`src/source/shell_pkg.sv`:
```
// shared constants for the control shell
// bridge addresses, bus and key widths, key bit indices
// divider counts for the clock-enable strobes
`default_nettype none

package shell_pkg;

  ////////////////////////////////
  // bridge bus
  ////////////////////////////////

  localparam int bridge_w = 32;
  localparam int region_w = 8;

  // settings live in the lowest region of the bridge map
  localparam logic [region_w-1:0] settings_region = 8'h00;

  // one word per setting
  localparam logic [bridge_w-1:0] addr_test_mode = 32'h0000_0000;
  localparam logic [bridge_w-1:0] addr_dip_base  = 32'h0000_0010;
  localparam logic [bridge_w-1:0] addr_dip_step  = 32'h0000_0010;
  localparam logic [bridge_w-1:0] addr_diagonal  = 32'h0000_0090;

  localparam int num_dips = 8;

  ////////////////////////////////
  // controls and video
  ////////////////////////////////

  localparam int key_w  = 16;
  localparam int port_w = 8;

  // player key bitmap positions
  localparam int key_up     = 0;
  localparam int key_down   = 1;
  localparam int key_left   = 2;
  localparam int key_right  = 3;
  localparam int key_a      = 4;
  localparam int key_x      = 6;
  localparam int key_select = 14;
  localparam int key_start  = 15;

  localparam int sync_stages = 3;
  localparam int rgb_w       = 24;

  ////////////////////////////////
  // original clock tree ratios
  ////////////////////////////////

  localparam int cpu_div   = 10;
  localparam int sound_div = 44;
  localparam int pix_div   = 8;

  // counter widths follow from the ratios
  localparam int cpu_cnt_w   = $clog2(cpu_div);
  localparam int sound_cnt_w = $clog2(sound_div);
  localparam int pix_cnt_w   = $clog2(pix_div);

endpackage

`default_nettype wire
```
`src/source/settings_if.sv`:
```
// host settings bundle
// register block drives, control mapping and top read
`timescale 1ns/1ps
`default_nettype none

interface settings_if
  import shell_pkg::*;
();

  // plain levels, no handshake
  logic                test_mode;
  logic                diagonal;
  // dip_1 sits in the msb
  logic [num_dips-1:0] dip;
  // rom download in progress
  logic                rom_init;

  modport regs (output test_mode, output diagonal, output dip, output rom_init);

  modport user (input test_mode, input diagonal, input dip, input rom_init);

endinterface

`default_nettype wire

```
`src/source/shell_top.sv`:
```
// control shell top level
// settings registers, control mapping, clock enables, video stage
// one settings bundle links the register block to its users
`timescale 1ns/1ps
`default_nettype none

module shell_top
  import shell_pkg::*;
(
  input  wire                 clk_40,
  input  wire                 arst_n,

  // host bridge
  input  wire  [bridge_w-1:0] bridge_addr,
  input  wire                 bridge_wr,
  input  wire  [bridge_w-1:0] bridge_wr_data,
  output wire  [bridge_w-1:0] bridge_rd_data,
  input  wire                 dataslot_requestwrite,
  input  wire                 dataslot_allcomplete,

  // player controls
  input  wire  [key_w-1:0]    cont1_key,
  output wire  [port_w-1:0]   ip_1710,
  output wire  [port_w-1:0]   ip_4740,

  // settings toward the game board
  output wire  [num_dips-1:0] dip_switch,
  output wire                 rom_init,

  // original clock rates as enables
  output wire                 cpu_ce,
  output wire                 sound_ce,
  output wire                 pix_ce,

  // game board video in
  input  wire  [rgb_w-1:0]    rgb_in,
  input  wire                 hblank_in,
  input  wire                 vblank_in,
  input  wire                 hs_in,
  input  wire                 vs_in,

  // scaler video out
  output wire  [rgb_w-1:0]    video_rgb,
  output wire                 video_de,
  output wire                 video_hs,
  output wire                 video_vs
);

  settings_if settings ();

  // dip_1 already in bit 7
  assign dip_switch = settings.dip;
  assign rom_init   = settings.rom_init;

  ////////////////////////////////
  // host side
  ////////////////////////////////

  settings_regs u_settings_regs (
    .clk_40                (clk_40),
    .arst_n                (arst_n),
    .bridge_addr           (bridge_addr),
    .bridge_wr             (bridge_wr),
    .bridge_wr_data        (bridge_wr_data),
    .dataslot_requestwrite (dataslot_requestwrite),
    .dataslot_allcomplete  (dataslot_allcomplete),
    .bridge_rd_data        (bridge_rd_data),
    .settings              (settings.regs)
  );

  control_mapper u_control_mapper (
    .clk_40    (clk_40),
    .arst_n    (arst_n),
    .cont1_key (cont1_key),
    .settings  (settings.user),
    .ip_1710   (ip_1710),
    .ip_4740   (ip_4740)
  );

  ////////////////////////////////
  // timing and video
  ////////////////////////////////

  clock_enables u_clock_enables (
    .clk_40   (clk_40),
    .arst_n   (arst_n),
    .cpu_ce   (cpu_ce),
    .sound_ce (sound_ce),
    .pix_ce   (pix_ce)
  );

  // pixel enable also paces the output stage
  video_out u_video_out (
    .clk_40    (clk_40),
    .arst_n    (arst_n),
    .pix_ce    (pix_ce),
    .rgb_in    (rgb_in),
    .hblank_in (hblank_in),
    .vblank_in (vblank_in),
    .hs_in     (hs_in),
    .vs_in     (vs_in),
    .video_rgb (video_rgb),
    .video_de  (video_de),
    .video_hs  (video_hs),
    .video_vs  (video_vs)
  );

endmodule

`default_nettype wire

```
`src/source/video_out.sv`:
```
// video output stage
// display-time pixel capture, data enable, sync edge pulses
`timescale 1ns/1ps
`default_nettype none

module video_out
  import shell_pkg::*;
(
  input  wire              clk_40,
  input  wire              arst_n,
  input  wire              pix_ce,
  input  wire  [rgb_w-1:0] rgb_in,
  input  wire              hblank_in,
  input  wire              vblank_in,
  input  wire              hs_in,
  input  wire              vs_in,
  output logic [rgb_w-1:0] video_rgb,
  output logic             video_de,
  output logic             video_hs,
  output logic             video_vs
);

  // sync levels at the previous pixel sample
  logic hs_prev;
  logic vs_prev;
  logic display;

  // display time when neither blank is active
  assign display = ~(hblank_in | vblank_in);

  always_ff @(posedge clk_40 or negedge arst_n) begin
    if (!arst_n) begin
      video_rgb <= '0;
      video_de  <= 1'b0;
      video_hs  <= 1'b0;
      video_vs  <= 1'b0;
      hs_prev   <= 1'b0;
      vs_prev   <= 1'b0;
    end else if (pix_ce) begin
      video_de <= display;
      // pixel held through blanking
      if (display) begin
        video_rgb <= rgb_in;
      end
      // one pixel period per rising sync edge
      video_hs <= ~hs_prev & hs_in;
      video_vs <= ~vs_prev & vs_in;
      hs_prev  <= hs_in;
      vs_prev  <= vs_in;
    end
  end

endmodule

`default_nettype wire

```
`src/source/clock_enables.sv`:
```
// cpu, sound and pixel enables on clk_40
// free-running dividers of the original clock ratios
`timescale 1ns/1ps
`default_nettype none

module clock_enables
  import shell_pkg::*;
(
  input  wire  clk_40,
  input  wire  arst_n,
  output logic cpu_ce,
  output logic sound_ce,
  output logic pix_ce
);

  logic [cpu_cnt_w-1:0]   cpu_cnt;
  logic [sound_cnt_w-1:0] sound_cnt;
  logic [pix_cnt_w-1:0]   pix_cnt;

  // each enable rises on the edge where its counter wraps
  // first pulse on edge div after reset release

  // cpu rate
  always_ff @(posedge clk_40 or negedge arst_n) begin
    if (!arst_n) begin
      cpu_cnt <= '0;
      cpu_ce  <= 1'b0;
    end else if (cpu_cnt == cpu_cnt_w'(cpu_div - 1)) begin
      cpu_cnt <= '0;
      cpu_ce  <= 1'b1;
    end else begin
      cpu_cnt <= cpu_cnt + 1'b1;
      cpu_ce  <= 1'b0;
    end
  end

  // sound board rate
  always_ff @(posedge clk_40 or negedge arst_n) begin
    if (!arst_n) begin
      sound_cnt <= '0;
      sound_ce  <= 1'b0;
    end else if (sound_cnt == sound_cnt_w'(sound_div - 1)) begin
      sound_cnt <= '0;
      sound_ce  <= 1'b1;
    end else begin
      sound_cnt <= sound_cnt + 1'b1;
      sound_ce  <= 1'b0;
    end
  end

  // pixel rate, replaces the old divided video clock
  always_ff @(posedge clk_40 or negedge arst_n) begin
    if (!arst_n) begin
      pix_cnt <= '0;
      pix_ce  <= 1'b0;
    end else if (pix_cnt == pix_cnt_w'(pix_div - 1)) begin
      pix_cnt <= '0;
      pix_ce  <= 1'b1;
    end else begin
      pix_cnt <= pix_cnt + 1'b1;
      pix_ce  <= 1'b0;
    end
  end

endmodule

`default_nettype wire

```
`src/source/control_mapper.sv`:
```
// player-one key synchronizer
// builds the coin/start port and the direction port
`timescale 1ns/1ps
`default_nettype none

module control_mapper
  import shell_pkg::*;
(
  input  wire               clk_40,
  input  wire               arst_n,
  input  wire  [key_w-1:0]  cont1_key,
  settings_if.user          settings,
  output logic [port_w-1:0] ip_1710,
  output logic [port_w-1:0] ip_4740
);

  ////////////////////////////////
  // key synchronizer
  ////////////////////////////////

  logic [key_w-1:0] sync_q [sync_stages];
  logic [key_w-1:0] keys;

  always_ff @(posedge clk_40 or negedge arst_n) begin
    if (!arst_n) begin
      for (int i = 0; i < sync_stages; i++) begin
        sync_q[i] <= '0;
      end
    end else begin
      sync_q[0] <= cont1_key;
      // shift toward the last stage
      for (int i = 1; i < sync_stages; i++) begin
        sync_q[i] <= sync_q[i-1];
      end
    end
  end

  // last stage feeds the ports directly
  assign keys = sync_q[sync_stages-1];

  ////////////////////////////////
  // port construction
  ////////////////////////////////

  // coin/start port, test switch is active low
  assign ip_1710 = {
    keys[key_a],          // test 1
    ~settings.test_mode,  // test 2
    2'b00,
    keys[key_select],     // coin 1
    1'b0,                 // coin 2 unused
    keys[key_x],          // player 2
    keys[key_start]       // player 1
  };

  // direction port, low nibble only
  always_comb begin
    if (settings.diagonal) begin
      // board pairings, kept as wired on the original
      ip_4740 = {
        4'b0000,
        keys[key_down] & keys[key_left],
        keys[key_right] & keys[key_down],
        keys[key_up] & keys[key_right],
        keys[key_left] & keys[key_up]
      };
    end else begin
      ip_4740 = {4'b0000, keys[key_left], keys[key_right], keys[key_up], keys[key_down]};
    end
  end

endmodule

`default_nettype wire

```
`src/source/settings_regs.sv`:
```
// bridge-written settings bits and their read path
// rom download flag from the data-slot events
`timescale 1ns/1ps
`default_nettype none

module settings_regs
  import shell_pkg::*;
(
  input  wire                 clk_40,
  input  wire                 arst_n,
  input  wire  [bridge_w-1:0] bridge_addr,
  input  wire                 bridge_wr,
  input  wire  [bridge_w-1:0] bridge_wr_data,
  input  wire                 dataslot_requestwrite,
  input  wire                 dataslot_allcomplete,
  output logic [bridge_w-1:0] bridge_rd_data,
  settings_if.regs            settings
);

  ////////////////////////////////
  // address decode
  ////////////////////////////////

  logic [bridge_w-region_w-1:0] offset;
  logic                         hit_test;
  logic                         hit_diag;
  logic [num_dips-1:0]          hit_dip;
  logic                         in_region;

  // offset below the region byte
  assign offset    = bridge_addr[bridge_w-region_w-1:0];
  assign in_region = (bridge_addr[bridge_w-1 -: region_w] == settings_region);

  // offset compare, shared by writes and reads
  always_comb begin
    hit_test = (offset == addr_test_mode[bridge_w-region_w-1:0]);
    hit_diag = (offset == addr_diagonal[bridge_w-region_w-1:0]);
    // dip_1 at base lands in the msb
    for (int i = 0; i < num_dips; i++) begin
      hit_dip[num_dips-1-i] =
        (offset == (bridge_w-region_w)'(addr_dip_base + i * addr_dip_step));
    end
  end

  ////////////////////////////////
  // settings bits
  ////////////////////////////////

  // only bit 0 of the write word is kept
  // writes outside the settings region are ignored
  always_ff @(posedge clk_40 or negedge arst_n) begin
    if (!arst_n) begin
      settings.test_mode <= 1'b0;
      settings.diagonal  <= 1'b0;
      settings.dip       <= '0;
    end else if (bridge_wr && in_region) begin
      if (hit_test) settings.test_mode <= bridge_wr_data[0];
      if (hit_diag) settings.diagonal <= bridge_wr_data[0];
      for (int i = 0; i < num_dips; i++) begin
        if (hit_dip[i]) settings.dip[i] <= bridge_wr_data[0];
      end
    end
  end

  // download flag
  // request takes priority over completion
  always_ff @(posedge clk_40 or negedge arst_n) begin
    if (!arst_n) begin
      settings.rom_init <= 1'b0;
    end else if (dataslot_requestwrite) begin
      settings.rom_init <= 1'b1;
    end else if (dataslot_allcomplete) begin
      settings.rom_init <= 1'b0;
    end
  end

  ////////////////////////////////
  // read path
  ////////////////////////////////

  // same cycle as the address, zero outside the map
  always_comb begin
    bridge_rd_data = '0;
    if (in_region) begin
      if (hit_test) bridge_rd_data[0] = settings.test_mode;
      if (hit_diag) bridge_rd_data[0] = settings.diagonal;
      for (int i = 0; i < num_dips; i++) begin
        if (hit_dip[i]) bridge_rd_data[0] = settings.dip[i];
      end
    end
  end

endmodule

`default_nettype wire

```
`config.mk`:
```
export PLATFORM = sky130hd
export DESIGN_NAME = shell_top
export DESIGN_NICKNAME = d
export VERILOG_FILES = /design/src/source/shell_pkg.sv /design/src/source/settings_if.sv /design/src/source/shell_top.sv /design/src/source/video_out.sv /design/src/source/clock_enables.sv /design/src/source/control_mapper.sv /design/src/source/settings_regs.sv
export SDC_FILE = /design/constraint.sdc
export NUM_CORES = 1
export LEC_CHECK = 0
export BUFFER_PORTS_ARGS = -buffer_cell sky130_fd_sc_hd__clkbuf_2
export CORE_UTILIZATION = 39
export CTS_CLUSTER_SIZE = 8
export DETAILED_ROUTE_END_ITERATION = 10
export PLACE_DENSITY = 0.76
export REMOVE_ABC_BUFFERS = 1
export SYNTH_ARGS = -nofsm -noshare
export SYNTH_HDL_FRONTEND = slang
export SYNTH_SLANG_ARGS = --single-unit
```
`constraint.sdc`:
```
create_clock -name clk_40 -period 1.7 [get_ports clk_40]
set_input_delay 0.34 -clock clk_40 [delete_from_list [all_inputs] [get_ports clk_40]]
set_output_delay 0.34 -clock clk_40 [all_outputs]
set_load 0.01 [all_outputs]
```
==> results of run 1 <==
-- flip-flops by register name, indices dropped and copies added, names as in the netlist, 3 cells and up --
register,flops
u_clock_enables.cpu_cnt,4
u_clock_enables.pix_cnt,3
u_clock_enables.sound_cnt,6
u_control_mapper.keys,8
u_control_mapper.sync_q,16
u_settings_regs.settings.dip,8
u_video_out.video_rgb,24
-- cell usage in the layout (no fill, tap or decap), drive strengths merged, types with 4 or more instances in the layout --
cell,synthesis,layout
inv,11,11
buf,43,28
conb,1,38
nor3,6,6
nand3,10,10
o21ai,9,9
mux2,35,35
nand2b,4,4
nand2,10,10
nor2,12,12
clkbuf,5,132
dfrtp,80,80
nor4,6,6
-- cell families after synthesis --
group / Yosys count / share of synthesized area [%]
buf+inv: 59 / 11.7
compound gates: 26 / 5.01
other cells: 1 / 0.110
xor+xnor: 3 / 0.774
fa+ha+maj: 3 / 1.11
simple gates: 60 / 10.2
mux: 37 / 12.2
flops: 80 / 58.9
-- path summary, 6_finish.rpt --
| path | start | end | slack, ns | depth (start not counted) |
|---|---|---|---|---|
| min reg2reg | u_control_mapper.sync_q[17] | u_control_mapper.keys[1] | 0.34 | 0 |
| min | cont1_key[0] | u_control_mapper.sync_q[32] | 0.10 | 1 |
| max reg2reg | u_clock_enables.pix_ce | u_video_out.video_rgb[0] | 0.26 | 4 |
| min in group asynchronous | arst_n | u_video_out.video_rgb[4] | 0.47 | 2 |
| max | u_settings_regs.settings.diagonal | bridge_rd_data[0] | -0.49 | 6 |
| max in group asynchronous | arst_n | u_control_mapper.keys[2] | 0.65 | 3 |
-- final cells by class --
| class | instances | area, µm² | area share (%) |
|---|---|---|---|
| Sequential cell | 80 | 2000 | 45.3 |
| Multi-Input combinational cell | 167 | 1180 | 26.8 |
| Timing Repair Buffer | 149 | 843 | 19.1 |
| Clock buffer | 12 | 165 | 3.74 |
| Tap cell | 105 | 131 | 2.97 |
| Clock inverter | 4 | 51.3 | 1.16 |
| Inverter | 11 | 41.3 | 0.935 |
-- layer usage --
| layer | wire [µm] | part of all wire (%) | track usage, % | vias to the layer above |
|---|---|---|---|---|
| li1 | - | - | - | 1142 |
| met1 | 2580 | 38 | 16.9 | 1188 |
| met2 | 3630 | 54 | 27.7 | 113 |
| met3 | 448 | 6.6 | 4.07 | 8 |
| met4 | 85 | 1.3 | 6.06 | 0 |
| met5 | 0 | 0 | 0 | - |
-- through the flow --
stage	power, mW	hold WS [ns]	area, µm²	cells	setup TNS [ns]
after floorplan	2.27	0.0444	3180	258	-10.02
after global placement	2.53	0.277	4120	507	-3.04
after detailed placement	2.55	0.281	4120	507	-3.70
after CTS	4.01	0.0806	4390	526	-0.510
after global routing	4.15	0.0691	4420	528	-0.889
final	3.95	0.103	4420	528	-0.680
-- power by group through the flow --
stage / clock network (mW) / registers [mW] / logic (mW)
floorplan: 0 / 2.14 / 0.135
global placement: 0 / 2.10 / 0.435
detailed placement: 0 / 2.10 / 0.446
CTS: 1.49 / 2.07 / 0.450
global route: 1.57 / 2.08 / 0.499
finish: 1.44 / 2.07 / 0.446
-- worst max-delay path, cell delays in order, from the launching register on --
cell and delay, ns:
dfrtp_1 0.37, nand3b_1 0.12, nand3_1 0.13, a31oi_1 0.09
a221o_1 0.29, a2111oi_2 0.32, buf_2 0.19
-- timing repair --
item                                    in CTS  in global routing
gates resized for setup                      6                  5
hold buffers                                 1                  0
hold endpoints to repair                    26                  0
pin swaps                                    7                  6
endpoints found under the setup margin       3                  8
buffers inserted                             2                  2
==> impl_metrics.toml, run 1 <==
[run_status]
outcome = "finished with violations"
violations = "setup timing"

[sta]
min_period_ns = 2.19
finalHoldViolations = 0
finClkSkew_ns = 0.0103
fmax_mhz = 457
slew_violations = 0
post-route-period-util_pct = 129
setup-violations-final = 5
grt_setup_unrepaired = "true"
fin_ws_ns = -0.490

[synthesis]
netlist_area_mm2 = 0.00340
synthTopCellsByArea = "dfrtp_1, mux2_2, buf_4"
ys_seq_elements = 80
yosysSeqAreaShare_pct = 58.9
avgSynthCellArea_um2 = 12.6
synth_cell_types = 41
synth-edff-count = 0
synth_top_area_share_pct = 58.9
yosysWarnings = 0
synth_area_leader_cell = "dfrtp_1"
synthCells = 269
synthTopCellsByCount = "dfrtp_1, buf_4, mux2_2"
ys.flop_type = "dfrtp_1"
async_reset_ff_share_pct = 100
yosys.cell_count.top_type = "dfrtp_1"

[global_route]
grt_max_degree = 55
grt.total_usage_pct = 15.3
antenna_found_initial = 0
overflow = 0
grt_pass1_wl_um = 10400
grt_pass1_vias = 2358

[final_layout]
fillers = 739
syn_to_final_growth_pct = 30.0
num_antenna_cells = 0
final_util_pct = 53.0
layout.nets = 534
layout-drive-gt1-share_pct = 49.6

[pwr]
pwr-share-clk_pct = 36.4
leakagePower_nw = 2.28
powerDensity_mw_per_mm2 = 894
power.internal_mw = 3.02
ir_drop_mv = 0.530
combPwrFrac_pct = 11.3
switchingPower_mw = 0.925
power_frac_seq_pct = 52.3
swShare_pct = 23.4

[clock_network]
cts_root_buffer = "clkbuf_8"
cts.sinks = 80
clkTransAtPathRegs_ns = 0.08
clock_latency_ns = 0.34
cts_buffers = 9
htree_levels = 3
tritoncts = "yes"
cts_buffer_depth = 2

[drt]
antenna_violating_nets_post_route = 0
drtPass1Iterations = 4
viasPerCell = 4.64
post_drt_wl_per_cell_um = 12.8
wirelength_um = 6740
drc = 0
num_vias = 2451
drt_iter0_markers = 57

[critical_path]
crit_path_start_kind = "flip-flop"
worstPathMaxFanout = 3
worstPathArrival_ns = 1.85
cp-end-kind = "primary output"
crit_required_ns = 1.36
crit_type = "reg -> out"

[place]
dp_worst_setup_slack_ns = -0.423
gp_congestion = 0.871
dpl.hpwl_um = 5090
io_buffer_count = 122

[floorplan]
dieArea_mm2 = 0.00909
core_mm2 = 0.00834
die_x_um = 95.3
ios = 200
start_util_pct = 40.7
die_h_um = 95.3
row_count = 33

[flow_run]
cap_viol_max_count = 0

[min_path]
min_path_type = "in -> reg"
Power figures use the tool's default switching activity.
==> inputs of run 2 (changes only) <==
Settings changed: MAX_ROUTING_LAYER set to met4.
==> impl_metrics.toml, run 2 (same netlist as run 1, synthesis figures left out) <==
[pwr]
powerDensity_mw_per_mm2 = 894
ir_drop_mv = 0.531
power_mw = 3.95
leakagePower_nw = 2.28

[global_route]
grt_max_degree = 55
grt_pass1_vias = 2350
grtUsageMet1_pct = 17.3
grt_pass1_wl_um = 10400
overflow = 0
met2_usage_pct = 27.7
gr-usage-met3_pct = 3.11
grt_most_used_layer = "met2"
antenna_found_initial = 0
grt.total_usage_pct = 15.8

[critical_path]
crit_path_start_kind = "flip-flop"
slowest_stage = "dfrtp_1"
worstPathMaxFanout = 3
crit_required_ns = 1.36
crit_type = "reg -> out"
worstPathArrival_ns = 1.86
critPathMaxStageDelay_ns = 0.37
cp-end-kind = "primary output"
crit_chain = "nand3b_1 -> nand3_1 -> a31oi_1 -> a221o_1 -> a2111oi_2 -> buf_2"

[min_path]
min_path_type = "in -> reg"

[drt]
drtPass1Iterations = 4
wirelength_um = 6730
antenna_violating_nets_post_route = 0
viasPerCell = 4.66
num_vias = 2458
drt_iter0_markers = 53
post_drt_wl_per_cell_um = 12.7
drc = 0

[final_layout]
final_cell_mix = "clkbuf_2, dfrtp_1, conb_1"
final_util_pct = 53.0
layout-drive-gt1-share_pct = 49.6
syn_to_final_growth_pct = 30.0
largest_reg_flops = 24
fin_cells = 528
multi_input_area_mm2 = 0.00118
layout_commonest_cell = "clkbuf_2"
seq_area_mm2 = 0.00200
top_regs = "u_video_out.video_rgb x24, u_control_mapper.sync_q x16"
layout.nets = 534
num_antenna_cells = 0
fillers = 739
top_register = "u_video_out.video_rgb"

[floorplan]
die_x_um = 95.3
ios = 200
die_h_um = 95.3
row_count = 33
dieArea_mm2 = 0.00909
core_mm2 = 0.00834
start_util_pct = 40.7

[clock_network]
clock_latency_ns = 0.34
htree_levels = 3
cts.sinks = 80
cts_buffers = 9
cts_root_buffer = "clkbuf_8"
clkTransAtPathRegs_ns = 0.08
tritoncts = "yes"
cts_buffer_depth = 2

[place]
dp_worst_setup_slack_ns = -0.423
gp_congestion = 0.886
io_buffer_count = 122
dpl.hpwl_um = 5090
dp.cells = 507

[sta]
post-route-period-util_pct = 129
min_period_ns = 2.20
slew_violations = 0
fmax_mhz = 456
finClkSkew_ns = 0.0101
grt_setup_unrepaired = "true"
finalHoldViolations = 0
fin_ws_ns = -0.495
timing.hold.ws_ns = 0.103
setup-violations-final = 5

[run_status]
outcome = "finished with violations"
violations = "setup timing"

[flow_run]
cap_viol_max_count = 0
## run 2: metrics by stage
| stage | setup TNS (ns) | area, µm² |
|---|---|---|
| after detailed placement | -3.70 | 4120 |
| after global placement | -3.04 | 4120 |
| after global routing | -0.898 | 4420 |
| after CTS | -0.510 | 4390 |
| final | -0.677 | 4420 |
| after floorplan | -10.02 | 3180 |
## run 2: final cells by class
type	count	share of cell area, %
multi-input cells	167	26.8
repair buffers	149	19.1
inverters	11	0.935
flip-flops and latches	80	45.3
clock buffers	12	3.74
well taps	105	2.97
clock inverters	4	1.16
## run 2: worst paths after layout
check	startpoint	to	slack, ns	cells past startpoint
max in group asynchronous	arst_n	u_control_mapper.keys[2]	0.66	3
setup reg to reg	u_clock_enables.pix_ce	u_video_out.video_rgb[0]	0.27	4
setup / recovery	u_settings_regs.settings.diagonal	bridge_rd_data[0]	-0.50	6
hold / removal	cont1_key[0]	u_control_mapper.sync_q[32]	0.10	1
hold reg to reg	u_control_mapper.sync_q[17]	u_control_mapper.keys[1]	0.34	0
min in group asynchronous	arst_n	u_video_out.video_rgb[4]	0.46	2
## run 2: critical path: cells and delay by family (launching register included)
kind | cells | cell delay, ns
simple gates | 2 | 0.25
flops | 1 | 0.37
buf+inv | 1 | 0.20
compound gates | 3 | 0.70
## run 2: power by group
| group | switching, mW | internal [mW] |
|---|---|---|
| logic | 0.235 | 0.211 |
| registers | 0.0533 | 2.01 |
| clock network | 0.639 | 0.799 |
| total | 0.927 | 3.02 |
## run 2: repair_timing
| action | 4_1_cts | 5_1_grt |
|---|---|---|
| endpoints found under the hold margin | 26 | 0 |
| setup buffers | 2 | 2 |
| hold buffers | 1 | 0 |
| pin swaps | 7 | 6 |
| endpoints found under the setup margin | 3 | 8 |
| gates resized for setup | 6 | 5 |
## run 2: routing by layer
metal	wire length [µm]	vias up
met5	0	-
met3	417	12
met4	123	0
li1	-	1144
met2	3600	115
met1	2580	1187
